`src/hdl/sys_bus_pkg.sv`:
```
package sys_bus_pkg;

	localparam int ADDR_W    = 32;	// bus address width
	localparam int DATA_W    = 32;	// bus data width
	localparam int PIX_W     = 8;	// one pixel per byte
	localparam int LEN_W     = 16;	// job length in words

	localparam int MEM_WORDS = 1024;	// ram depth
	localparam int MEM_AW    = 10;	// word index, addr bits 11..2

	localparam logic [ADDR_W-1:0] MEM_LIMIT = 32'h7FFF_FFFF;	// memory window top
	localparam logic [ADDR_W-1:0] PIX_BASE  = 32'h8000_0000;	// register window
	localparam logic [ADDR_W-1:0] PIX_LIMIT = 32'h8000_000F;

	// word index inside the register window, addr bits 3..2
	localparam logic [1:0] REG_SRC  = 2'd0;
	localparam logic [1:0] REG_DST  = 2'd1;
	localparam logic [1:0] REG_LEN  = 2'd2;
	localparam logic [1:0] REG_CTRL = 2'd3;

	localparam int CTRL_START  = 0;	// write side
	localparam int CTRL_BUSY   = 0;	// read side
	localparam int CTRL_DONE   = 1;	// read side, sticky
	localparam int CTRL_OFS_LO = 8;	// brightness offset, both sides
	localparam int CTRL_OFS_HI = 15;

	localparam logic [1:0] GNT_NONE = 2'b00;	// bus free
	localparam logic [1:0] GNT_CPU  = 2'b01;
	localparam logic [1:0] GNT_PIX  = 2'b10;

endpackage

```
`src/hdl/bus_arbiter.sv`:
```
module bus_arbiter (
	input  logic       clk,
	input  logic       reset,
	input  logic [1:0] req,	// bit 0 cpu, bit 1 pixel dma
	output logic [1:0] gnt
);
	import sys_bus_pkg::*;

	logic [1:0] gnt_nxt;
	logic       last_pix;	// 1 when the pixel dma owned the bus last

	always_comb begin
		gnt_nxt = GNT_NONE;
		case (gnt)
			GNT_CPU: begin	// locked while cpu keeps requesting
				if (req[0])      gnt_nxt = GNT_CPU;
				else if (req[1]) gnt_nxt = GNT_PIX;
			end
			GNT_PIX: begin
				if (req[1])      gnt_nxt = GNT_PIX;
				else if (req[0]) gnt_nxt = GNT_CPU;
			end
			default: begin	// free bus
				if (req[0] && req[1])
					gnt_nxt = last_pix ? GNT_CPU : GNT_PIX;	// round robin
				else if (req[0])
					gnt_nxt = GNT_CPU;
				else if (req[1])
					gnt_nxt = GNT_PIX;
			end
		endcase
	end

	always_ff @(posedge clk) begin
		if (reset) begin
			gnt      <= GNT_NONE;
			last_pix <= 1'b0;
		end else begin
			gnt <= gnt_nxt;
			if (gnt_nxt != GNT_NONE)
				last_pix <= (gnt_nxt == GNT_PIX);	// remember the owner
		end
	end

endmodule

```
`config.mk`:
```
export PLATFORM = sky130hd
export DESIGN_NAME = bus_arbiter
export DESIGN_NICKNAME = d
export VERILOG_FILES = /design/src/hdl/sys_bus_pkg.sv /design/src/hdl/bus_arbiter.sv
export SDC_FILE = /design/constraint.sdc
export NUM_CORES = 1
export LEC_CHECK = 0
export ABC_AREA = 1
export BUFFER_PORTS_ARGS = -buffer_cell sky130_fd_sc_hd__clkbuf_2
export CAP_MARGIN = 10
export CORE_AREA = 3 3 40 42
export DETAILED_ROUTE_END_ITERATION = 7
export DIE_AREA = 0 0 43 45
export PLACE_DENSITY = 0.3
export SLEW_MARGIN = 20
export SYNTH_ARGS = -nofsm -noshare
export SYNTH_HDL_FRONTEND = slang
export SYNTH_SLANG_ARGS = --single-unit
```
`constraint.sdc`:
```
create_clock -name clk -period 1.5 [get_ports clk]
set_input_delay 0.15 -clock clk [delete_from_list [all_inputs] [get_ports clk]]
set_output_delay 0.15 -clock clk [all_outputs]
set_load 0.02 [all_outputs]
```
Word level (Yosys, flattened, before mapping). Index checks and enable logic that the tools add are counted.

Equal/unequal tests: 3. Mux-type cells: 7. Reduce and logical (&&, ||, !) cells: 2.

Operators with widths (number): $mux W2 (5); $eq A2 B2 Y1 const B (2); $pmux W2 S2 (1); $eq A2 B1 Y1 const B (1); $reduce_bool A2 Y1 (1); $logic_and A1 B1 Y1 (1); $mux W1 (1).

Flip-flop bits (word level): 3. Input port bits: 4. Output and inout bits: 2.

Depth between registers and ports, before layout.
Depth in word-level cells: 5. Gate-level depth with buffers: 8.

Worst setup path before layout. No wires, ideal clock.

Path kind: register -> register. From: register gnt[0]. To: register last_pix. Arrival time: 1145 ps. Required time: 1385 ps. Slack: 240 ps. Cell stages (with the launch flop): 7. Cells stage by stage: dfxtp_1 -> inv_1 -> ha_1 -> nor2_1 -> nand2_1 -> a21oi_1 -> nor2_1.

Longest elaborated chain between the ends: 3.

RTL lines: from (decl) (RTL line bus_arbiter.sv:5) `output logic [1:0] gnt`; from (signal assigned) (RTL line bus_arbiter.sv:39) `gnt <= gnt_nxt;`; $eq A2 B2 Y1 / $eq A2 B1 Y1 (equally long branches) (RTL line bus_arbiter.sv:14) `case (gnt)`; $pmux W2 S2 * (RTL line bus_arbiter.sv:14); $eq A2 B2 Y1 / $reduce_bool A2 Y1 (equally long branches) (RTL line bus_arbiter.sv:41, bus_arbiter.sv:40); to (signal assigned) (RTL line bus_arbiter.sv:41) `last_pix <= (gnt_nxt == GNT_PIX);`; to (decl) (RTL line bus_arbiter.sv:10) `logic last_pix;`.

Every way passes the cells marked *; elsewhere a longest branch is shown, timed or not. A chain may end at the register's enable or synchronous reset.

Worst setup path after layout. Ends and elaborated chain as after synthesis.

==> summary.txt <==
Status
  • Status: complete, no violations

Synth
  • Ys Warns: 0
  • Register area share after synthesis: 34.3%
  • #FFs+latches synth: 3
  • Post-synth net total: 33
  • Netlist Area Pre-Place: ~180 µm²
  • Synth cell types: 9
  • Syn Area/Cell: ~6.5 µm²
  • Cell count after synthesis: 27

Pwr
  • Power per cell area: 1270 nW/µm²
  • Lkg Pwr: about 0.13 nW
  • Power Total: 0.312 mW
  • Peak VDD IR: 0.240 mV

Placement
  • Placed inst area: 219 µm²
  • PortBufs: 5
  • Pre-CTS WS: 0.291 ns
  • Post-Place Cells: 47
  • GPL Wtd Cong: 0.581

Drt
  • Drt pass-1 iters: 2
  • DRT antenna net count: 0
  • DRC viols: 0
  • Via count: 171
  • DRT iter0 DRCs: 1
  • Via-per-instance ratio: around 3.4
  • Wire length per cell: 7.12 µm
  • Detailed Route WL: 363 µm

Final layout
  • Area grow syn2layout: 40.0%
  • Fin cells: 51
  • Fin util: 19.1%
  • Most frequent cells in the layout: 7 x nand2_1, 5 x inv_1, 5 x nor2_1, 5 x clkbuf_2
  • Most common cell after layout, fill and taps aside: nand2_1
  • Layout cells sized above 1: 25.0%
  • Final net count: 43
  • ANT cells: 0
  • Design Area, Final: 245 µm²

STA
  • Final period utilization: 80.3%
  • Minimum clock period: ~1.2 ns
  • Slew HR: ~90%
  • Hold Vio Cnt, Final: 0
  • Setup TNS: 0 ns
  • Fmax: 830 MHz
  • Final Max Tran Viols: 0
  • Worst clock skew: 0.00153 ns
  • Final setup margin: 0.296 ns
  • Worst-Margin Slew: 0.150 ns
  • Setup-failing EPs final: 0
  • Hold slack final: 0.107 ns
  • RSZ-0062 raised after global routing: false

Setup path
  • Crit path launch type: register
  • R2r endpoint: last_pix$_SDFFE_PP0P_
  • Most Frequent Cell on Critical Path: nor2_1
  • Crit path largest cell delay: 0.34 ns
  • Reg2Reg Launch Point: gnt[0]$_SDFF_PP0_
  • Setup slack, reg-to-reg: 0.30 ns
  • CP Buf/Inv Count: 1
  • Crit-path slowest cell: dfxtp_1
  • Critical-path cell list: inv_1 -> ha_1 -> nor2_1 -> nand2_1 -> a21oi_1 -> nor2_1
  • Nature of the critical path endpoint: register
  • Crit path max-delay family: flip-flops
  • Worst EP required: about 1.6 ns
  • Crit path DAT: 1.32 ns
  • Critical path peak fanout: 4
  • Kind of critical path: register to register
  • Worst R2R Path Depth: 6

Clock tree
  • # hold bufs at CTS: 0
  • Clock Sinks: 3
  • Post-CTS setup buffers: 0
  • Root Buffer: clkbuf_4
  • Longest Clk Path Bufs: 2
  • Reg clk slew, reported paths: 0.04 ns
  • CTS tree: yes
  • H-tree depth: 1
  • Latest clock arrival within the worst-skew pair: about 0.23 ns
  • PostCTS Resize Cnt: 0
  • TritonCTS Buffers: 3

Floorplanning
  • # rows: 13
  • Die area: 1940 µm²
  • Floorplan die height: ~45 µm
  • Initial core utilization: 13.6%
  • DIE WIDTH: 43 µm
  • Core Footprint: 1280 µm²
  • IO Pins: 6

Global routing
  • Total grt overflow: 0
  • Antenna violations before repair: 0
  • Vias in the first global route: approximately 160
  • Tot GR Track Use: 5.08%
  • First-pass GRT wire length: 648 µm
  • Largest net degree at the start of global routing: 5

Job
  • Max cap viols: 0

Min path
  • Hold Path Depth: 2
  • Worst Hold Path EP: gnt[0]$_SDFF_PP0_
  • Hold Startpoint: reset
  • HP Class: input port to register
worst max-delay path by stage:
stage | start | to | cells past startpoint
after detailed placement | gnt[0]$_SDFF_PP0_ | last_pix$_SDFFE_PP0P_ | 6
after floorplan | gnt[0]$_SDFF_PP0_ | last_pix$_SDFFE_PP0P_ | 6
final | gnt[0]$_SDFF_PP0_ | last_pix$_SDFFE_PP0P_ | 6
after global placement | gnt[0]$_SDFF_PP0_ | last_pix$_SDFFE_PP0P_ | 6
after global routing | gnt[0]$_SDFF_PP0_ | last_pix$_SDFFE_PP0P_ | 7
after CTS | gnt[0]$_SDFF_PP0_ | last_pix$_SDFFE_PP0P_ | 6
layout make-up:
cell class                 instances  area [µm²]
fill                             147        1040
multi-input combinational         19        96.3
sequential                         3        60.1
clock buffer                       4        26.3
timing repair buffer               5        25.0
inverter                           5        18.8
tap                               15        18.8
kinds of logic after synthesis:
group | synth area share [%]
AND/OR/NAND/NOR | 35.0
flip-flops | 34.3
AO/OA/AOI/OAI | 5.71
buffers and inverters | 10.7
adder cells (fa/ha/maj) | 14.3
synthesized netlist by cell type, drive strengths merged:
cell type  count  area [µm²]
inv            5        18.8
nand2          8        32.5
nor2           5        18.8
ha             2        25.0
nand3          2        10.0
a21oi          1        5.00
o21ai          1        5.00
dfxtp          3        60.1
worst register-to-register path: stages (launching register included):
cell     delay (ns)
dfxtp_1        0.34
inv_1          0.05
ha_1           0.34
nor2_1         0.10
nand2_1        0.07
a21oi_1        0.13
nor2_1         0.06
metal layers:
layer | track usage, % | wire, µm
met1 | 6.02 | 180
met5 | 0 | 0
met3 | 1.59 | 31
met4 | 9.04 | 0
met2 | 5.09 | 151
sequential cells by signal, summed over array words and instances (netlist names):
signal    count
gnt           2
last_pix      1
where the power goes:
| part | switching, mW | total [mW] | internal, mW |
|---|---|---|---|
| clock | 0.0394 | 0.139 | 0.0995 |
| sequential | 0.00744 | 0.0977 | 0.0902 |
| combinational | 0.0461 | 0.0750 | 0.0290 |
| total | 0.0930 | 0.312 | 0.219 |
(Power assumes the default switching activity.)
