<file path="config.mk">
export PLATFORM = sky130hd
export DESIGN_NAME = pix_dma_flat
export DESIGN_NICKNAME = d
export VERILOG_FILES = /design/src/hdl/sys_bus_pkg.sv /design/src/hdl/bus_ifs.sv /design/src/hdl/pix_dma.sv /design/src/flat_wrapper.sv
export SDC_FILE = /design/constraint.sdc
export NUM_CORES = 1
export LEC_CHECK = 0
export ABC_AREA = 1
export BUFFER_PORTS_ARGS = -buffer_cell sky130_fd_sc_hd__buf_2
export CORE_ASPECT_RATIO = 0.75
export CORE_MARGIN = 5
export CORE_UTILIZATION = 25
export DETAILED_ROUTE_END_ITERATION = 10
export PLACE_DENSITY = 0.5
export REMOVE_ABC_BUFFERS = 1
export SETUP_SLACK_MARGIN = 0.05
export SYNTH_ARGS = -nofsm -noshare
export SYNTH_HDL_FRONTEND = slang
export SYNTH_SLANG_ARGS = --single-unit
export TNS_END_PERCENT = 10
</file>
<file path="constraint.sdc">
create_clock -name clk -period 3.05 [get_ports clk]
set_input_delay 0.61 -clock clk [delete_from_list [all_inputs] [get_ports clk]]
set_output_delay 0.61 -clock clk [all_outputs]
set_load 0.1 [all_outputs]
</file>
<file path="src/hdl/sys_bus_pkg.sv">
package sys_bus_pkg;

	localparam int ADDR_W    = 32;	// bus address width
	localparam int DATA_W    = 32;	// bus data width
	localparam int PIX_W     = 8;	// one pixel per byte
	localparam int LEN_W     = 16;	// job length in words

	localparam int MEM_WORDS = 1024;	// ram depth
	localparam int MEM_AW    = 10;	// word index, addr bits 11..2

	localparam logic [ADDR_W-1:0] MEM_LIMIT = 32'h7FFF_FFFF;	// memory window top
	localparam logic [ADDR_W-1:0] PIX_BASE  = 32'h8000_0000;	// register window
	localparam logic [ADDR_W-1:0] PIX_LIMIT = 32'h8000_000F;

	// word index inside the register window, addr bits 3..2
	localparam logic [1:0] REG_SRC  = 2'd0;
	localparam logic [1:0] REG_DST  = 2'd1;
	localparam logic [1:0] REG_LEN  = 2'd2;
	localparam logic [1:0] REG_CTRL = 2'd3;

	localparam int CTRL_START  = 0;	// write side
	localparam int CTRL_BUSY   = 0;	// read side
	localparam int CTRL_DONE   = 1;	// read side, sticky
	localparam int CTRL_OFS_LO = 8;	// brightness offset, both sides
	localparam int CTRL_OFS_HI = 15;

	localparam logic [1:0] GNT_NONE = 2'b00;	// bus free
	localparam logic [1:0] GNT_CPU  = 2'b01;
	localparam logic [1:0] GNT_PIX  = 2'b10;

endpackage

</file>
<file path="src/hdl/bus_ifs.sv">
interface sys_bus_if;
	import sys_bus_pkg::*;

	logic              cs_n;	// chip select, low active
	logic              we;	// 1 write, 0 read
	logic [ADDR_W-1:0] addr;
	logic [DATA_W-1:0] wdata;
	logic [DATA_W-1:0] rdata;
	logic              ack;	// one cycle slave response

	modport master (output cs_n, we, addr, wdata, input rdata, ack);
	modport slave  (input cs_n, we, addr, wdata, output rdata, ack);

endinterface

interface pix_cmd_if;
	import sys_bus_pkg::*;

	logic              start;	// one cycle kick
	logic [ADDR_W-1:0] src;
	logic [ADDR_W-1:0] dst;
	logic [LEN_W-1:0]  len;	// words
	logic [PIX_W-1:0]  offset;	// added to every pixel
	logic              busy;	// level while a job runs
	logic              done;	// one cycle at job end

	modport regs (output start, src, dst, len, offset, input busy, done);
	modport dma  (input start, src, dst, len, offset, output busy, done);

endinterface

</file>
<file path="src/hdl/pix_dma.sv">
module pix_dma (
	input  logic      clk,
	input  logic      reset,
	sys_bus_if.master bus,
	pix_cmd_if.dma    cmd
);
	import sys_bus_pkg::*;

	typedef enum logic [1:0] {
		IDLE,
		READ,
		WRITE,
		GAP
	} state_t;

	state_t            state;
	logic              wr_next;	// what follows the gap
	logic [LEN_W-1:0]  count;	// words still to move
	logic [ADDR_W-1:0] src_ptr;
	logic [ADDR_W-1:0] dst_ptr;
	logic [DATA_W-1:0] pix_buf;	// brightened word waiting for write

	// per byte add with clamp at full scale
	function automatic logic [DATA_W-1:0] brighten(
		input logic [DATA_W-1:0] word,
		input logic [PIX_W-1:0]  ofs
	);
		logic [PIX_W:0]    sum;
		logic [DATA_W-1:0] res;
		res = '0;
		for (int i = 0; i < DATA_W / PIX_W; i++) begin
			sum = {1'b0, word[i*PIX_W +: PIX_W]} + {1'b0, ofs};
			res[i*PIX_W +: PIX_W] = sum[PIX_W] ? {PIX_W{1'b1}} : sum[PIX_W-1:0];
		end
		return res;
	endfunction

	// bus outputs straight from state, stable until ack
	assign bus.cs_n  = ~((state == READ) || (state == WRITE));
	assign bus.we    = (state == WRITE);
	assign bus.addr  = (state == WRITE) ? dst_ptr : src_ptr;
	assign bus.wdata = pix_buf;

	always_ff @(posedge clk) begin
		if (reset) begin
			state    <= IDLE;
			wr_next  <= 1'b0;
			count    <= '0;
			cmd.busy <= 1'b0;
			cmd.done <= 1'b0;
		end else begin
			cmd.done <= 1'b0;
			case (state)
				IDLE: if (cmd.start) begin
					if (cmd.len == '0) begin
						cmd.done <= 1'b1;	// empty job ends at once
					end else begin
						count    <= cmd.len;
						cmd.busy <= 1'b1;
						state    <= READ;
					end
				end
				READ: if (bus.ack) begin
					wr_next <= 1'b1;
					state   <= GAP;	// let the cpu in between words
				end
				WRITE: if (bus.ack) begin
					count <= count - 1'b1;
					if (count == 1) begin	// last word written
						cmd.busy <= 1'b0;
						cmd.done <= 1'b1;
						state    <= IDLE;
					end else begin
						wr_next <= 1'b0;
						state   <= GAP;
					end
				end
				default: state <= wr_next ? WRITE : READ;	// gap, cs_n high
			endcase
		end
	end

	// address and data path
	always_ff @(posedge clk) begin
		if (state == IDLE && cmd.start) begin
			src_ptr <= cmd.src;
			dst_ptr <= cmd.dst;
		end
		if (state == READ && bus.ack)
			pix_buf <= brighten(bus.rdata, cmd.offset);
		if (state == WRITE && bus.ack) begin
			src_ptr <= src_ptr + 4;	// next word
			dst_ptr <= dst_ptr + 4;
		end
	end

endmodule

</file>
<file path="src/flat_wrapper.sv">
// flat-port wrapper written by rule: the top's interface ports become plain ports
module pix_dma_flat import sys_bus_pkg::*;
  (clk, reset, bus_cs_n, bus_we, bus_addr, bus_wdata, bus_rdata, bus_ack, cmd_start, cmd_src, cmd_dst, cmd_len, cmd_offset, cmd_busy, cmd_done);
  sys_bus_if bus_i ();
  pix_cmd_if cmd_i ();
  input  logic clk;
  input  logic reset;
  output wire logic [$bits(bus_i.cs_n)-1:0] bus_cs_n;
  output wire logic [$bits(bus_i.we)-1:0] bus_we;
  output wire logic [$bits(bus_i.addr)-1:0] bus_addr;
  output wire logic [$bits(bus_i.wdata)-1:0] bus_wdata;
  input wire logic [$bits(bus_i.rdata)-1:0] bus_rdata;
  input wire logic [$bits(bus_i.ack)-1:0] bus_ack;
  input wire logic [$bits(cmd_i.start)-1:0] cmd_start;
  input wire logic [$bits(cmd_i.src)-1:0] cmd_src;
  input wire logic [$bits(cmd_i.dst)-1:0] cmd_dst;
  input wire logic [$bits(cmd_i.len)-1:0] cmd_len;
  input wire logic [$bits(cmd_i.offset)-1:0] cmd_offset;
  output wire logic [$bits(cmd_i.busy)-1:0] cmd_busy;
  output wire logic [$bits(cmd_i.done)-1:0] cmd_done;
  assign bus_cs_n = bus_i.cs_n;
  assign bus_we = bus_i.we;
  assign bus_addr = bus_i.addr;
  assign bus_wdata = bus_i.wdata;
  assign bus_i.rdata = bus_rdata;
  assign bus_i.ack = bus_ack;
  assign cmd_i.start = cmd_start;
  assign cmd_i.src = cmd_src;
  assign cmd_i.dst = cmd_dst;
  assign cmd_i.len = cmd_len;
  assign cmd_i.offset = cmd_offset;
  assign cmd_busy = cmd_i.busy;
  assign cmd_done = cmd_i.done;
  pix_dma u_core (.clk(clk), .reset(reset), .bus(bus_i), .cmd(cmd_i));
endmodule
</file>
After elaboration in Yosys (flattened, before gate mapping)
Cells that the tools add are included.

word-level totals
  latch bits = 0
  bits in writable memories = 0
  memories = 0
  bits in registers = 117
  output and inout bits = 68
  logic and storage cells = 71
  memory bits (read-only) = 0

operators by class
  add/subtract/negate cells = 7
  order comparisons = 0
  reductions and logical operators = 13
  div/mod/pow operators = 0
  $mul = 0
  bitwise gates (word level) = 1
  equal/unequal tests = 9
  mux-type cells = 30
  shift-type cells = 0

operators with widths
  cell                                                                     count
  32-bit 2-to-1 mux                                                        5
  32-bit by 3-bit adder with 32-bit output, second input constant          2
  16-bit 2-to-1 mux                                                        3
  8-bit by 8-bit adder with 9-bit output                                   4
  16-bit case mux with 2 select lines                                      1
  16-bit by 1-bit equality test with 1-bit output, second input constant   1
  16-bit zero test                                                         1
  16-bit by 1-bit subtractor with 16-bit output, second input constant     1
  2-bit 2-to-1 mux                                                         6
  4-bit AND reduction                                                      3
  1-bit 2-to-1 mux                                                         11
  2-bit inequality test, second input constant                             4
  1-bit case mux with 2 select lines                                       3
  2-bit case mux with 3 select lines                                       1
  2-bit nonzero test                                                       3
  5-bit AND reduction                                                      1
  2-bit by 1-bit inequality test with 1-bit output, second input constant  2
  1-bit logical AND                                                        3
  2-bit by 1-bit equality test with 1-bit output, second input constant    1
  2-bit equality test, second input constant                               1
  2-bit zero test                                                          1
  1-bit logical OR                                                         1
  1-bit NOT                                                                1

Depth between registers and ports, before layout
  depth in word-level cells = 4
  gate-level depth with buffers = 11

Worst setup path before layout
No wires, ideal clock.

  path kind = flip-flop to output port
  start point = register u_core.state[0]
  end point = output bus_addr[7]
  arrival = 3.804 ns
  stages on the path, launching flop included = 6
  setup slack = -1.364 ns
  path buffers = 1
  data required time = 2.440 ns
  path through = dfxtp_1 > inv_1 > ha_1 > inv_2 > clkbuf_1 > o21ai_0

between the ends
  longest elaborated chain between the ends = 2

ends and longest elaborated chain
  item                    RTL line            RTL
  start, declared         pix_dma.sv:16       state_t state;
  start signal, assigned  pix_dma.sv:78       default: state <= wr_next ? WRITE : READ;
  2-bit equality test     -
  named net bus_we        flat_wrapper.sv:9   output wire logic [$bits(bus_i.we)-1:0] bus_we;
  32-bit 2-to-1 mux       pix_dma.sv:41       assign bus.addr = (state == WRITE) ? dst_ptr : src_ptr;
  end, declared           flat_wrapper.sv:10  output wire logic [$bits(bus_i.addr)-1:0] bus_addr;

The timed path passes the listed nets, and every way through them passes these cells.

Worst setup path after layout
  start point = register u_core.state[0]
  end point = output bus_addr[0]

between the ends
  longest elaborated chain between the ends = 2

ends and longest elaborated chain
  item                 RTL line
  2-bit equality test  pix_dma.sv:41
  32-bit 2-to-1 mux    pix_dma.sv:41

No other way between the ends.

==> summary.md <==
| Metric | Value |
|---|---|
| Int Pwr | 5010 uW |
| Count of final setup violators | 0 |
| Synth Cell Area | 8370 sq um |
| Final hold vios | 0 |
| Crit start category | flip-flop |
| Post-synth EDFFs | 96 |
| Clk sinks | 117 |
| Switching share of power | 52.6% |
| Distinct cell type count after synthesis | 36 |
| # fillers | 3,631 |
| Max-slew headroom | 58.5% |
| Core Footprint | 33,300 sq um |
| Area grow syn2layout | 26.2% |
| Via count | 8,310 |
| Seq pwr share | 26.3% |
| Setup Fix Bufs, Post-CTS | 0 |
| Worst Slack Setup Final | 187 ps |
| PortBufs | 191 |
| Io pins | 192 |
| RSZ-0062 raised after global routing | yes |
| Crit Path Max Fanout | 58 |
| Max Fclk | 349 MHz |
| CTS Buffer Depth | 2 |
| GPL Wtd Cong | 0.891 |
| Number of CTS-inserted buffers | 17 |
| Clk_lat worst skew | 430 ps |
| Final worst path period need | 2860 ps |
| Final nets | 1,505 |
| Hold_ws | 449 ps |
| Final Max Tran Viols | 0 |
| WL per Instance | 15.9 um |
| HPWL after detailed placement | 22,700 um |
| Ys async rst share | 0% |
| Initial antenna violation count | 10 |
| Max Cap Viol | 0 |
| Die width | 221 um |
| YS warnings | 0 |
| Power density cells | 1000 nW/um^2 |
| CTS tree | built |
| Core Util, Final | 31.7% |
| Critical path, cell by cell | inv_1 > ha_2 > buf_6 > buf_4 > nand2_1 > nand2_1 > buf_2 |
| P_sw | 5560 uW |
| Worst min path class | input port to flip-flop |
| Top_reg_cell synth | edfxtp_1 |
| First-pass GRT wire length | 45,100 um |
| Vias per inst | 4.61 |
| Placed Instances | 1,768 |
| Critical Path Sink Type | primary output |
| Clk slew on worst S/H paths | 60 ps |
| Largest net degree at the start of global routing | 71 |
| Worst EP arrival | 2250 ps |
| Area of the multi-input gates | 4490 sq um |
| #FFs+latches synth | 117 |
| Pre-CTS setup slack | 399 ps |
| Clock skew | 10.0 ps |
| FF/Latch Area | 3300 sq um |
| Drt total wl | 28,700 um |
| P_leak | 0.00471 uW |
| # rows | 58 |
| Initial DRC Count | 593 |
| Most common cell after layout, fill and taps aside | nand2_1 |
| Initial Utilization | 25.1% |
| Drt drc | 0 |
| Worst Setup Path Type | flip-flop to primary output |
| Clk pwr share | 21.5% |
| Share of cells above drive strength 1 | 19.6% |
| Syn Inst Count | 1,144 |
| H-tree depth | 4 |
| Tot GR Track Use | 15.4% |
| Die area | 37,300 sq um |
| Critical Path Max Stage Delay | 420 ps |
| Grt ovf | 0 |
| Die Ht | 168 um |
| Critical Path RT | 2440 ps |
| Slew @ Worst Pin | 623 ps |
| CP dominant cell by count | nand2_1 |
| Syn avg cell area | 7.31 sq um |
| Commonest non-fill, non-tap cells in the layout | 351 x nand2_1, 189 x buf_2, 136 x nor2_1, 110 x inv_1, 96 x edfxtp_1 |
| Part of the cycle the worst path needs | 93.9% |
| CTS Root Cell | clkbuf_16 |
| Vias in the first global route | 8,078 |
| Layout Cells excl Fill | 1,803 |
| VDD IR-drop max | 777 uV |
| Crit path max-delay cell type | buf_2 |
| ANT nets after route | 0 |
| Initial DRT Pass Iterations | 5 |
| Gate power share | 52.1% |
| Sequential share of the synthesized area | 39.5% |
| Run status | finished, final reports clean |
-- cell type report --
| class | instances | share of cell area (%) |
|---|---|---|
| multi-input cells | 881 | 42.5 |
| repair buffers | 202 | 10.5 |
| flip-flops and latches | 117 | 31.3 |
| diodes | 3 | 0.0711 |
| clock buffers | 20 | 4.14 |
| clock inverters | 12 | 1.97 |
| inverters | 118 | 4.19 |
| well taps | 450 | 5.33 |
-- cells in the mapped netlist, drive strengths merged (16+ instances only) --
| master | instances | share of area (%) |
|---|---|---|
| nor3 | 31 | 2.2 |
| xor2 | 27 | 2.8 |
| ha | 40 | 6.0 |
| nand4 | 16 | 1.2 |
| a31oi | 18 | 1.3 |
| dfxtp | 21 | 5.0 |
| nor2 | 144 | 7.0 |
| a21oi | 46 | 2.8 |
| nand3 | 64 | 4.1 |
| nand2 | 358 | 16 |
| edfxtp | 96 | 34 |
| o21ai | 100 | 6.0 |
| inv | 118 | 5.3 |
-- what timing repair did --
item                       4_1_cts  5_1_grt
setup endpoints to repair        2        2
hold buffers                     0        0
cloned                           0        0
gates resized for setup          1        1
hold endpoints to repair         0        0
-- critical path, delay by kind of cell, from the launching register on --
family,cells,cell delay (ps)
fa+ha+maj,1,190
buf+inv,4,1150
flops,1,330
simple gates,2,150
-- flip-flops by register name, summed over array words and instances, names as in the netlist --
register,count
u_core.bus.wdata,32
u_core.dst_ptr,32
u_core.count,16
u_core.cmd.done,1
u_core.cmd.busy,1
u_core.wr_next,1
u_core.src_ptr,32
u_core.state,2
-- path summary, 6_finish.rpt --
| kind | start | end | slack, ps | depth (start not counted) |
|---|---|---|---|---|
| worst max-delay path | u_core.state[0]$_SDFFE_PP0P_ | bus_addr[0] | 190 | 7 |
| worst min-delay path | cmd_src[3] | u_core.src_ptr[3]$_DFFE_PP_ | 450 | 3 |
| worst max register to register | u_core.state[0]$_SDFFE_PP0P_ | u_core.count[4]$_SDFFE_PP0P_ | 860 | 11 |
| worst min register to register | u_core.wr_next$_SDFFE_PP0P_ | u_core.wr_next$_SDFFE_PP0P_ | 490 | 2 |
-- logic make-up (layout without fill, tap and decap cells) --
kind of cell	Yosys count	count (layout)	share of synthesized area (%)
simple gates	628	628	31.9
compound gates	171	171	10.7
buf+inv	146	352	6.97
flops	117	117	39.5
fa+ha+maj	44	44	6.94
xor+xnor	38	38	3.98
other cells	0	3	0
-- routing by layer --
layer  global-route usage, %  share of wire (%)  up-vias
met4                    4.07                1.7       12
met3                    5.04                7.5       42
met2                    21.4                 40      257
met5                       0               0.25        -
met1                    22.7                 50     3828
li1                        -                  -     4171
-- through the flow --
| stage | area [sq um] | TNS (ps) | power [uW] |
|---|---|---|---|
| 6_report | 10600 | 0 | 10600 |
| 4_1_cts | 10500 | 0 | 10600 |
| 5_1_grt | 10600 | 0 | 11200 |
| 3_3_place_gp | 9900 | 0 | 8280 |
| 2_1_floorplan | 8230 | -407560 | 6910 |
| 3_5_place_dp | 9900 | 0 | 8310 |
-- power by group through the flow --
stage / clock (uW) / sequential [uW] / combinational (uW)
floorplan: 0 / 3040 / 3870
global placement: 0 / 2790 / 5490
detailed placement: 0 / 2780 / 5520
CTS: 2320 / 2760 / 5540
global route: 2400 / 2830 / 5980
finish: 2280 / 2780 / 5520
Note: power is estimated with default switching activity, not from simulation.
