[src/hdl/sys_bus_pkg.sv]
package sys_bus_pkg;

	localparam int ADDR_W    = 32;	// bus address width
	localparam int DATA_W    = 32;	// bus data width
	localparam int PIX_W     = 8;	// one pixel per byte
	localparam int LEN_W     = 16;	// job length in words

	localparam int MEM_WORDS = 1024;	// ram depth
	localparam int MEM_AW    = 10;	// word index, addr bits 11..2

	localparam logic [ADDR_W-1:0] MEM_LIMIT = 32'h7FFF_FFFF;	// memory window top
	localparam logic [ADDR_W-1:0] PIX_BASE  = 32'h8000_0000;	// register window
	localparam logic [ADDR_W-1:0] PIX_LIMIT = 32'h8000_000F;

	// word index inside the register window, addr bits 3..2
	localparam logic [1:0] REG_SRC  = 2'd0;
	localparam logic [1:0] REG_DST  = 2'd1;
	localparam logic [1:0] REG_LEN  = 2'd2;
	localparam logic [1:0] REG_CTRL = 2'd3;

	localparam int CTRL_START  = 0;	// write side
	localparam int CTRL_BUSY   = 0;	// read side
	localparam int CTRL_DONE   = 1;	// read side, sticky
	localparam int CTRL_OFS_LO = 8;	// brightness offset, both sides
	localparam int CTRL_OFS_HI = 15;

	localparam logic [1:0] GNT_NONE = 2'b00;	// bus free
	localparam logic [1:0] GNT_CPU  = 2'b01;
	localparam logic [1:0] GNT_PIX  = 2'b10;

endpackage

[src/hdl/bus_ifs.sv]
interface sys_bus_if;
	import sys_bus_pkg::*;

	logic              cs_n;	// chip select, low active
	logic              we;	// 1 write, 0 read
	logic [ADDR_W-1:0] addr;
	logic [DATA_W-1:0] wdata;
	logic [DATA_W-1:0] rdata;
	logic              ack;	// one cycle slave response

	modport master (output cs_n, we, addr, wdata, input rdata, ack);
	modport slave  (input cs_n, we, addr, wdata, output rdata, ack);

endinterface

interface pix_cmd_if;
	import sys_bus_pkg::*;

	logic              start;	// one cycle kick
	logic [ADDR_W-1:0] src;
	logic [ADDR_W-1:0] dst;
	logic [LEN_W-1:0]  len;	// words
	logic [PIX_W-1:0]  offset;	// added to every pixel
	logic              busy;	// level while a job runs
	logic              done;	// one cycle at job end

	modport regs (output start, src, dst, len, offset, input busy, done);
	modport dma  (input start, src, dst, len, offset, output busy, done);

endinterface

[src/hdl/pix_regs.sv]
module pix_regs (
	input  logic     clk,
	input  logic     reset,
	sys_bus_if.slave bus,
	pix_cmd_if.regs  cmd,
	output logic     pix_done	// sticky done level
);
	import sys_bus_pkg::*;

	logic [1:0]        reg_idx;
	logic              access;
	logic              done_flag;	// set by done pulse, cleared by start
	logic [DATA_W-1:0] ctrl_rd;

	assign reg_idx  = bus.addr[3:2];
	assign access   = ~bus.cs_n & ~bus.ack;	// one ack per transfer
	assign pix_done = done_flag;

	// status word
	always_comb begin
		ctrl_rd                          = '0;
		ctrl_rd[CTRL_BUSY]               = cmd.busy;
		ctrl_rd[CTRL_DONE]               = done_flag;
		ctrl_rd[CTRL_OFS_HI:CTRL_OFS_LO] = cmd.offset;
	end

	always_ff @(posedge clk) begin
		if (reset) begin
			bus.ack    <= 1'b0;
			cmd.start  <= 1'b0;
			cmd.src    <= '0;
			cmd.dst    <= '0;
			cmd.len    <= '0;
			cmd.offset <= '0;
			done_flag  <= 1'b0;
		end else begin
			bus.ack   <= access;
			cmd.start <= 1'b0;	// pulse only
			if (cmd.done)
				done_flag <= 1'b1;
			if (access && bus.we && !cmd.busy) begin	// locked during a job
				case (reg_idx)
					REG_SRC: cmd.src <= bus.wdata;
					REG_DST: cmd.dst <= bus.wdata;
					REG_LEN: cmd.len <= bus.wdata[LEN_W-1:0];
					REG_CTRL: begin
						cmd.offset <= bus.wdata[CTRL_OFS_HI:CTRL_OFS_LO];
						if (bus.wdata[CTRL_START]) begin
							cmd.start <= 1'b1;	// lands with the ack
							done_flag <= 1'b0;
						end
					end
					default: ;
				endcase
			end
		end
	end

	// read data, registered with the ack
	always_ff @(posedge clk) begin
		if (access && !bus.we) begin
			case (reg_idx)
				REG_SRC: bus.rdata <= cmd.src;
				REG_DST: bus.rdata <= cmd.dst;
				REG_LEN: bus.rdata <= {{(DATA_W-LEN_W){1'b0}}, cmd.len};
				default: bus.rdata <= ctrl_rd;
			endcase
		end
	end

endmodule

[src/flat_wrapper.sv]
// flat-port wrapper written by rule: the top's interface ports become plain ports
module pix_regs_flat import sys_bus_pkg::*;
  (clk, reset, pix_done, bus_cs_n, bus_we, bus_addr, bus_wdata, bus_rdata, bus_ack, cmd_start, cmd_src, cmd_dst, cmd_len, cmd_offset, cmd_busy, cmd_done);
  sys_bus_if bus_i ();
  pix_cmd_if cmd_i ();
  input  logic clk;
  input  logic reset;
  output logic pix_done;
  input wire logic [$bits(bus_i.cs_n)-1:0] bus_cs_n;
  input wire logic [$bits(bus_i.we)-1:0] bus_we;
  input wire logic [$bits(bus_i.addr)-1:0] bus_addr;
  input wire logic [$bits(bus_i.wdata)-1:0] bus_wdata;
  output wire logic [$bits(bus_i.rdata)-1:0] bus_rdata;
  output wire logic [$bits(bus_i.ack)-1:0] bus_ack;
  output wire logic [$bits(cmd_i.start)-1:0] cmd_start;
  output wire logic [$bits(cmd_i.src)-1:0] cmd_src;
  output wire logic [$bits(cmd_i.dst)-1:0] cmd_dst;
  output wire logic [$bits(cmd_i.len)-1:0] cmd_len;
  output wire logic [$bits(cmd_i.offset)-1:0] cmd_offset;
  input wire logic [$bits(cmd_i.busy)-1:0] cmd_busy;
  input wire logic [$bits(cmd_i.done)-1:0] cmd_done;
  assign bus_i.cs_n = bus_cs_n;
  assign bus_i.we = bus_we;
  assign bus_i.addr = bus_addr;
  assign bus_i.wdata = bus_wdata;
  assign bus_rdata = bus_i.rdata;
  assign bus_ack = bus_i.ack;
  assign cmd_start = cmd_i.start;
  assign cmd_src = cmd_i.src;
  assign cmd_dst = cmd_i.dst;
  assign cmd_len = cmd_i.len;
  assign cmd_offset = cmd_i.offset;
  assign cmd_i.busy = cmd_busy;
  assign cmd_i.done = cmd_done;
  pix_regs u_core (.clk(clk), .reset(reset), .bus(bus_i), .cmd(cmd_i), .pix_done(pix_done));
endmodule
[config.mk]
export PLATFORM = sky130hd
export DESIGN_NAME = pix_regs_flat
export DESIGN_NICKNAME = d
export VERILOG_FILES = /design/src/hdl/sys_bus_pkg.sv /design/src/hdl/bus_ifs.sv /design/src/hdl/pix_regs.sv /design/src/flat_wrapper.sv
export SDC_FILE = /design/constraint.sdc
export NUM_CORES = 1
export LEC_CHECK = 0
export ABC_AREA = 1
export ABC_CLOCK_PERIOD_IN_PS = 3000
export BUFFER_PORTS_ARGS = -buffer_cell sky130_fd_sc_hd__buf_4
export CORE_ASPECT_RATIO = 0.6
export CORE_MARGIN = 2
export CORE_UTILIZATION = 35
export CTS_CLUSTER_DIAMETER = 120
export DETAILED_ROUTE_END_ITERATION = 10
export HOLD_SLACK_MARGIN = 0.12
export SYNTH_ARGS = -nofsm -noshare
export SYNTH_HDL_FRONTEND = slang
export SYNTH_SLANG_ARGS = --single-unit
[constraint.sdc]
create_clock -name clk -period 3 [get_ports clk]
set_input_delay 0 -clock clk [delete_from_list [all_inputs] [get_ports clk]]
set_output_delay 0 -clock clk [all_outputs]
set_load 0.005 [all_outputs]
* Yosys cells after proc, flatten, opt, wreduce, memory -nomap -nowiden
Cells that the tools add are included.
Widths: inputs -> output; s select.
** Cells by class
- Eq/ne operators :: 3
- Mux-type cells :: 6
- Bitwise gates (word level) :: 5
- Reductions and logical operators :: 11
** Operators by type and width (number)
- $pmux 32 s3 :: 1
- $reduce_and 2->1 :: 4
- $mux 1 :: 5
- $eq 2x2->1 const B :: 2
- $not 1->1 :: 4
- $logic_and 1x1->1 :: 3
- $reduce_or 3->1 :: 1
- $eq 2x1->1 const B :: 1
- $logic_not 1->1 :: 2
- $logic_not 2->1 :: 1
- $and 1x1->1 :: 1
** Word-level totals
- Register bits :: 123
- Input port bits :: 70
- Word-level logic and storage cells :: 33

* Longest topological paths before layout
- Depth in word-level cells :: 6
- Depth in mapped cells :: 8
- Gate-level depth less buffers :: 7

* Worst setup path after synthesis
No wires, ideal clock.
- Kind :: flip-flop to flip-flop
- From :: register u_core.bus.ack
- To :: register u_core.bus.rdata[0] (enable)
- Arrival time :: 1.799 ns
- Required time :: 2.579 ns
- Path slack :: 0.780 ns
- Cell stages (with the launch flop) :: 4
- Path buffers :: 0
- Cells stage by stage :: dfxtp_1 > inv_1 > nand2_1 > nor2_1
** Between the ends
- Cells in the longest elaborated chain, start to end :: 3
** RTL lines
- start, declared :: RTL line bus_ifs.sv:12 : modport slave (input cs_n, we, addr, wdata, output rdata, ack);
- start signal, assigned :: RTL line pix_regs.sv:37 : bus.ack <= access;
- $not 1->1 :: RTL line pix_regs.sv:16 : assign access = ~bus.cs_n & ~bus.ack;
- $and 1x1->1 :: RTL line pix_regs.sv:16
- $logic_and 1x1->1 :: RTL line pix_regs.sv:61 : if (access && !bus.we) begin
- end signal, assigned :: RTL line pix_regs.sv:63 : REG_SRC: bus.rdata <= cmd.src;
- end signal, assigned :: RTL line pix_regs.sv:64 : REG_DST: bus.rdata <= cmd.dst;
- end signal, assigned :: RTL line pix_regs.sv:65 : REG_LEN: bus.rdata <= {{(DATA_W-LEN_W){1'b0}}, cmd.len};
- end, declared :: RTL line bus_ifs.sv:12
Every way passes these cells.
A chain may end at the register's enable or synchronous reset.

* Final worst setup path
- From :: input bus_addr[3]
- To :: register u_core.cmd.dst[13]
** Between the ends
- Cells in the longest elaborated chain, start to end :: 2
** RTL lines
- start, declared :: RTL line flat_wrapper.sv:11 : input wire logic [$bits(bus_i.addr)-1:0] bus_addr;
- $eq 2x1->1 :: RTL line pix_regs.sv:42 : case (reg_idx)
- $reduce_and 2->1 (no source line)
- end signal, assigned :: RTL line pix_regs.sv:44 : REG_DST: cmd.dst <= bus.wdata;
- end, declared :: RTL line bus_ifs.sv:27 : modport regs (output start, src, dst, len, offset, input busy, done);
Every way passes these cells.

==> impl_summary.log <==
[metrics] clock root cell: sky130_fd_sc_hd__clkbuf_16
[metrics] number of standard cells in the layout, taps in and fillers out: 1193
[metrics] Final min period: about 1.9 ns
[metrics] number of buffers inserted by post-CTS setup repair: 0
[metrics] flop and latch count out of synthesis: 123
[metrics] combinational share of power: 8.8%
[metrics] logic depth of the worst register-to-register path: 5
[metrics] nets@finish: about 1000
[metrics] total of warnings raised by yosys: 0
[metrics] hold_buf cts: 40
[metrics] Starting DRT DRC Count: 320
[metrics] setup repair after global routing missed its margin: false
[metrics] combined area of all synthesized cells: about 5500 um^2
[metrics] fraction of the yosys area taken by sequential cells: approximately 50%
[metrics] max-cap violations: 0
[metrics] switching power share of the total: 22.9%
[metrics] number of fill cells: 1516
[metrics] source-to-sink clock delay at the later pin of the worst-skew pair: between 0.4 and 0.5 ns
[metrics] Critical R2R Capture: u_core.cmd.dst[13]
[metrics] WHS Endpoint: u_core.cmd.start
[metrics] PwrDens: 524 nW/um^2
[metrics] clock buffers created by TritonCTS: 17
[metrics] worst reg2reg setup slack: roughly 1.2 ns
[metrics] number of distinct library cell variants in the gate-level netlist after synthesis: 21
[metrics] power share of the sequential group: between 40% and 50%
[metrics] final-report max-slew violation count: 0
[metrics] final core area utilization: 51.3%
[metrics] Hold WS: between 0.15 and 0.2 ns
[metrics] starting utilization of the core area: 35.8%
[metrics] top post-synthesis cells by area: sky130_fd_sc_hd__dfxtp_1, sky130_fd_sc_hd__edfxtp_1, sky130_fd_sc_hd__nand2_1
[metrics] synth-to-layout area growth: 43.4%
[metrics] number of clock sinks: 123
[metrics] Setup WS pre-CTS: ~1.2 ns
[metrics] signal arrival time at the worst endpoint: roughly 2.2 ns
[metrics] instance count along the most critical hold path: 4
[metrics] cell internal pwr: roughly 3200 uW
[metrics] cell type with the highest aggregate area in the netlist: sky130_fd_sc_hd__dfxtp_1
[metrics] Final setup violation count: 0
[metrics] first-pass GRT wire length: roughly 25000 um
[metrics] synthesized net count: ~860
[metrics] CP endpoint kind: register
[metrics] antenna diode instance count: 0
[metrics] clock-pin slew on the worst setup and hold paths: approximately 0.050 ns
[metrics] pin count of the biggest net entering global routing: 65
[metrics] per-cell routed wire length: between 10 and 15 um
[metrics] top library cells by usage in the layout, fill and taps aside: sky130_fd_sc_hd__nand2_1, sky130_fd_sc_hd__inv_1, sky130_fd_sc_hd__buf_4
[metrics] H-tree lvl count: 4
[metrics] startpoint of the worst hold path: bus_cs_n
[metrics] mean instance size in the synthesized netlist: around 7.0 um^2
[metrics] type of the tightest min-delay check: input port to register
[metrics] proportion of layout cells with a drive suffix above 1: between 20% and 30%
[metrics] total routing usage reported by global routing: a little under 20%
[metrics] Startpoint Class: input port
[metrics] vias per std cell: about 4.2
[metrics] critical path class: input port to register
[metrics] total iterations of the first detailed-routing run: 5
[metrics] antenna-violating nets left: 0
[metrics] highest attainable clock frequency: 524 MHz
[metrics] grt total ovfl: 0
[metrics] sum of negative setup slack: 0 ns
[metrics] number of buffers added on ports: 162
[metrics] # rows: 35
[metrics] Worst Max-Slew Pin Slew: ~0.94 ns
[metrics] setup slack of the critical path after layout: approximately 1.1 ns
[metrics] final RePlAce weighted congestion: around 0.76
[metrics] Net Switching: around 950 uW
[metrics] Clock power frac: approximately half
[metrics] worst supply voltage drop on vdd: between 0.0002 and 0.0003 V
[metrics] Final Hold Viols: 0
[metrics] relative slew slack: 37.6%
[metrics] post-route fraction of the period consumed by the critical path: a little under two thirds
[metrics] CTS tree: done
[metrics] Die Wd: around 170 um
[metrics] maximum buffer depth of the clock tree: 2
[metrics] run status: finished clean
[metrics] wire length after detailed routing: 15900 um
[metrics] area share of the largest cell type after synthesis: about 33%
[metrics] antenna violations before repair: 0
[metrics] PostCTS Resize Cnt: 0
[metrics] leakage: 0.00402 uW
[metrics] overall die area: roughly 17000 um^2
[metrics] Gate Count Post-Synth: around 790
[metrics] worst clock skew on the final layout: between 0.01 and 0.015 ns
[metrics] DRC errors left: 0
[metrics] Die Span Y: between 100 and 150 um
[metrics] vias in the first global route: 4826
[metrics] data required time of the critical path: 3.33 ns
[metrics] Core Area: ~15000 um^2
[metrics] via count: approximately 5100
[metrics] count of pins on the block boundary: 193
[metrics] placed wire-length estimate: ~10000 um
[metrics] top fanout value on the critical path: 32
[metrics] number of cells after detailed placement: about 1100
[metrics] worst reg2reg path startpoint: u_core.bus.ack
[metrics] leading cell type in the layout, fill and taps excluded: sky130_fd_sc_hd__nand2_1
metal layers:
layer	routed length (um)	GRT usage (%)	vias to the layer above
met4	213	6.22	0
met1	8040	26.7	2206
met2	6530	29.3	135
met3	1100	5.65	17
li1	-	-	2712
met5	0	0	-
cell usage after synthesis (all sizes together):
| library cell | instances |
|---|---|
| a31oi | 1 |
| nand2 | 225 |
| clkbuf | 16 |
| nand3 | 52 |
| dfxtp | 91 |
| edfxtp | 32 |
| inv | 177 |
| o221ai | 6 |
| nor2 | 135 |
| o22ai | 16 |
| buf | 22 |
| o21ai | 1 |
| o2111ai | 1 |
| nand4 | 9 |
| nor3 | 1 |
critical path, stage by stage:
cell                            delay (ns)
sky130_fd_sc_hd__dlygate4sd3_1        0.54
sky130_fd_sc_hd__buf_4                0.14
sky130_fd_sc_hd__inv_1                0.07
sky130_fd_sc_hd__nand2_1              0.05
sky130_fd_sc_hd__buf_4                0.23
sky130_fd_sc_hd__inv_2                0.10
sky130_fd_sc_hd__nand3_2              0.66
sky130_fd_sc_hd__nand2_1              0.23
sky130_fd_sc_hd__inv_1                0.06
sky130_fd_sc_hd__nor2_1               0.12
cell type report:
cell class,instances,area (um^2),share of cell area [%]
inverters,177,664,8.43
multi-input cells,447,1890,24.0
flip-flops and latches,123,2780,35.3
clock inverters,8,93.8,1.19
well taps,203,254,3.22
repair buffers,212,1720,21.8
clock buffers,23,478,6.06
stage by stage:
step                total power [uW]  area (um^2)
floorplan                       1950         5500
global placement                2120         6910
detailed placement              2120         6910
CTS                             4170         7880
global route                    4280         7880
finish                          4130         7880
kinds of logic (layout without fill, tap and decap cells):
logic type             Yosys count  after routing  synth area share, %
buffers and inverters          215            420                 15.2
and+or+nand+nor                422            422                 31.0
AOI/OAI and AO/OA               25             25                 3.14
DFF                            123            123                 50.6
worst max path at each step:
stage                   startpoint             endpoint  cells past startpoint
floorplan           u_core.bus.ack  u_core.bus.rdata[0]                      3
global placement    u_core.bus.ack    u_core.cmd.dst[2]                      5
detailed placement  u_core.bus.ack   u_core.cmd.dst[17]                      5
CTS                    bus_addr[3]   u_core.cmd.dst[13]                     10
global route           bus_addr[3]   u_core.cmd.dst[22]                     10
finish                 bus_addr[3]   u_core.cmd.dst[13]                     10
power by group through the flow:
stage	registers [uW]	clock network [uW]	logic [uW]
after floorplan	1800	0	150
after global placement	1800	0	323
after detailed placement	1800	0	324
after CTS	1770	2040	367
after global routing	1770	2100	407
final	1770	2000	364
registers in the layout (all words and copies together), names as in the netlist:
register           count
u_core.bus.ack         1
u_core.bus.rdata      32
u_core.cmd.dst        32
u_core.cmd.len        16
u_core.cmd.offset      8
u_core.cmd.src        32
u_core.cmd.start       1
u_core.pix_done        1
(Power assumes the default switching activity.)
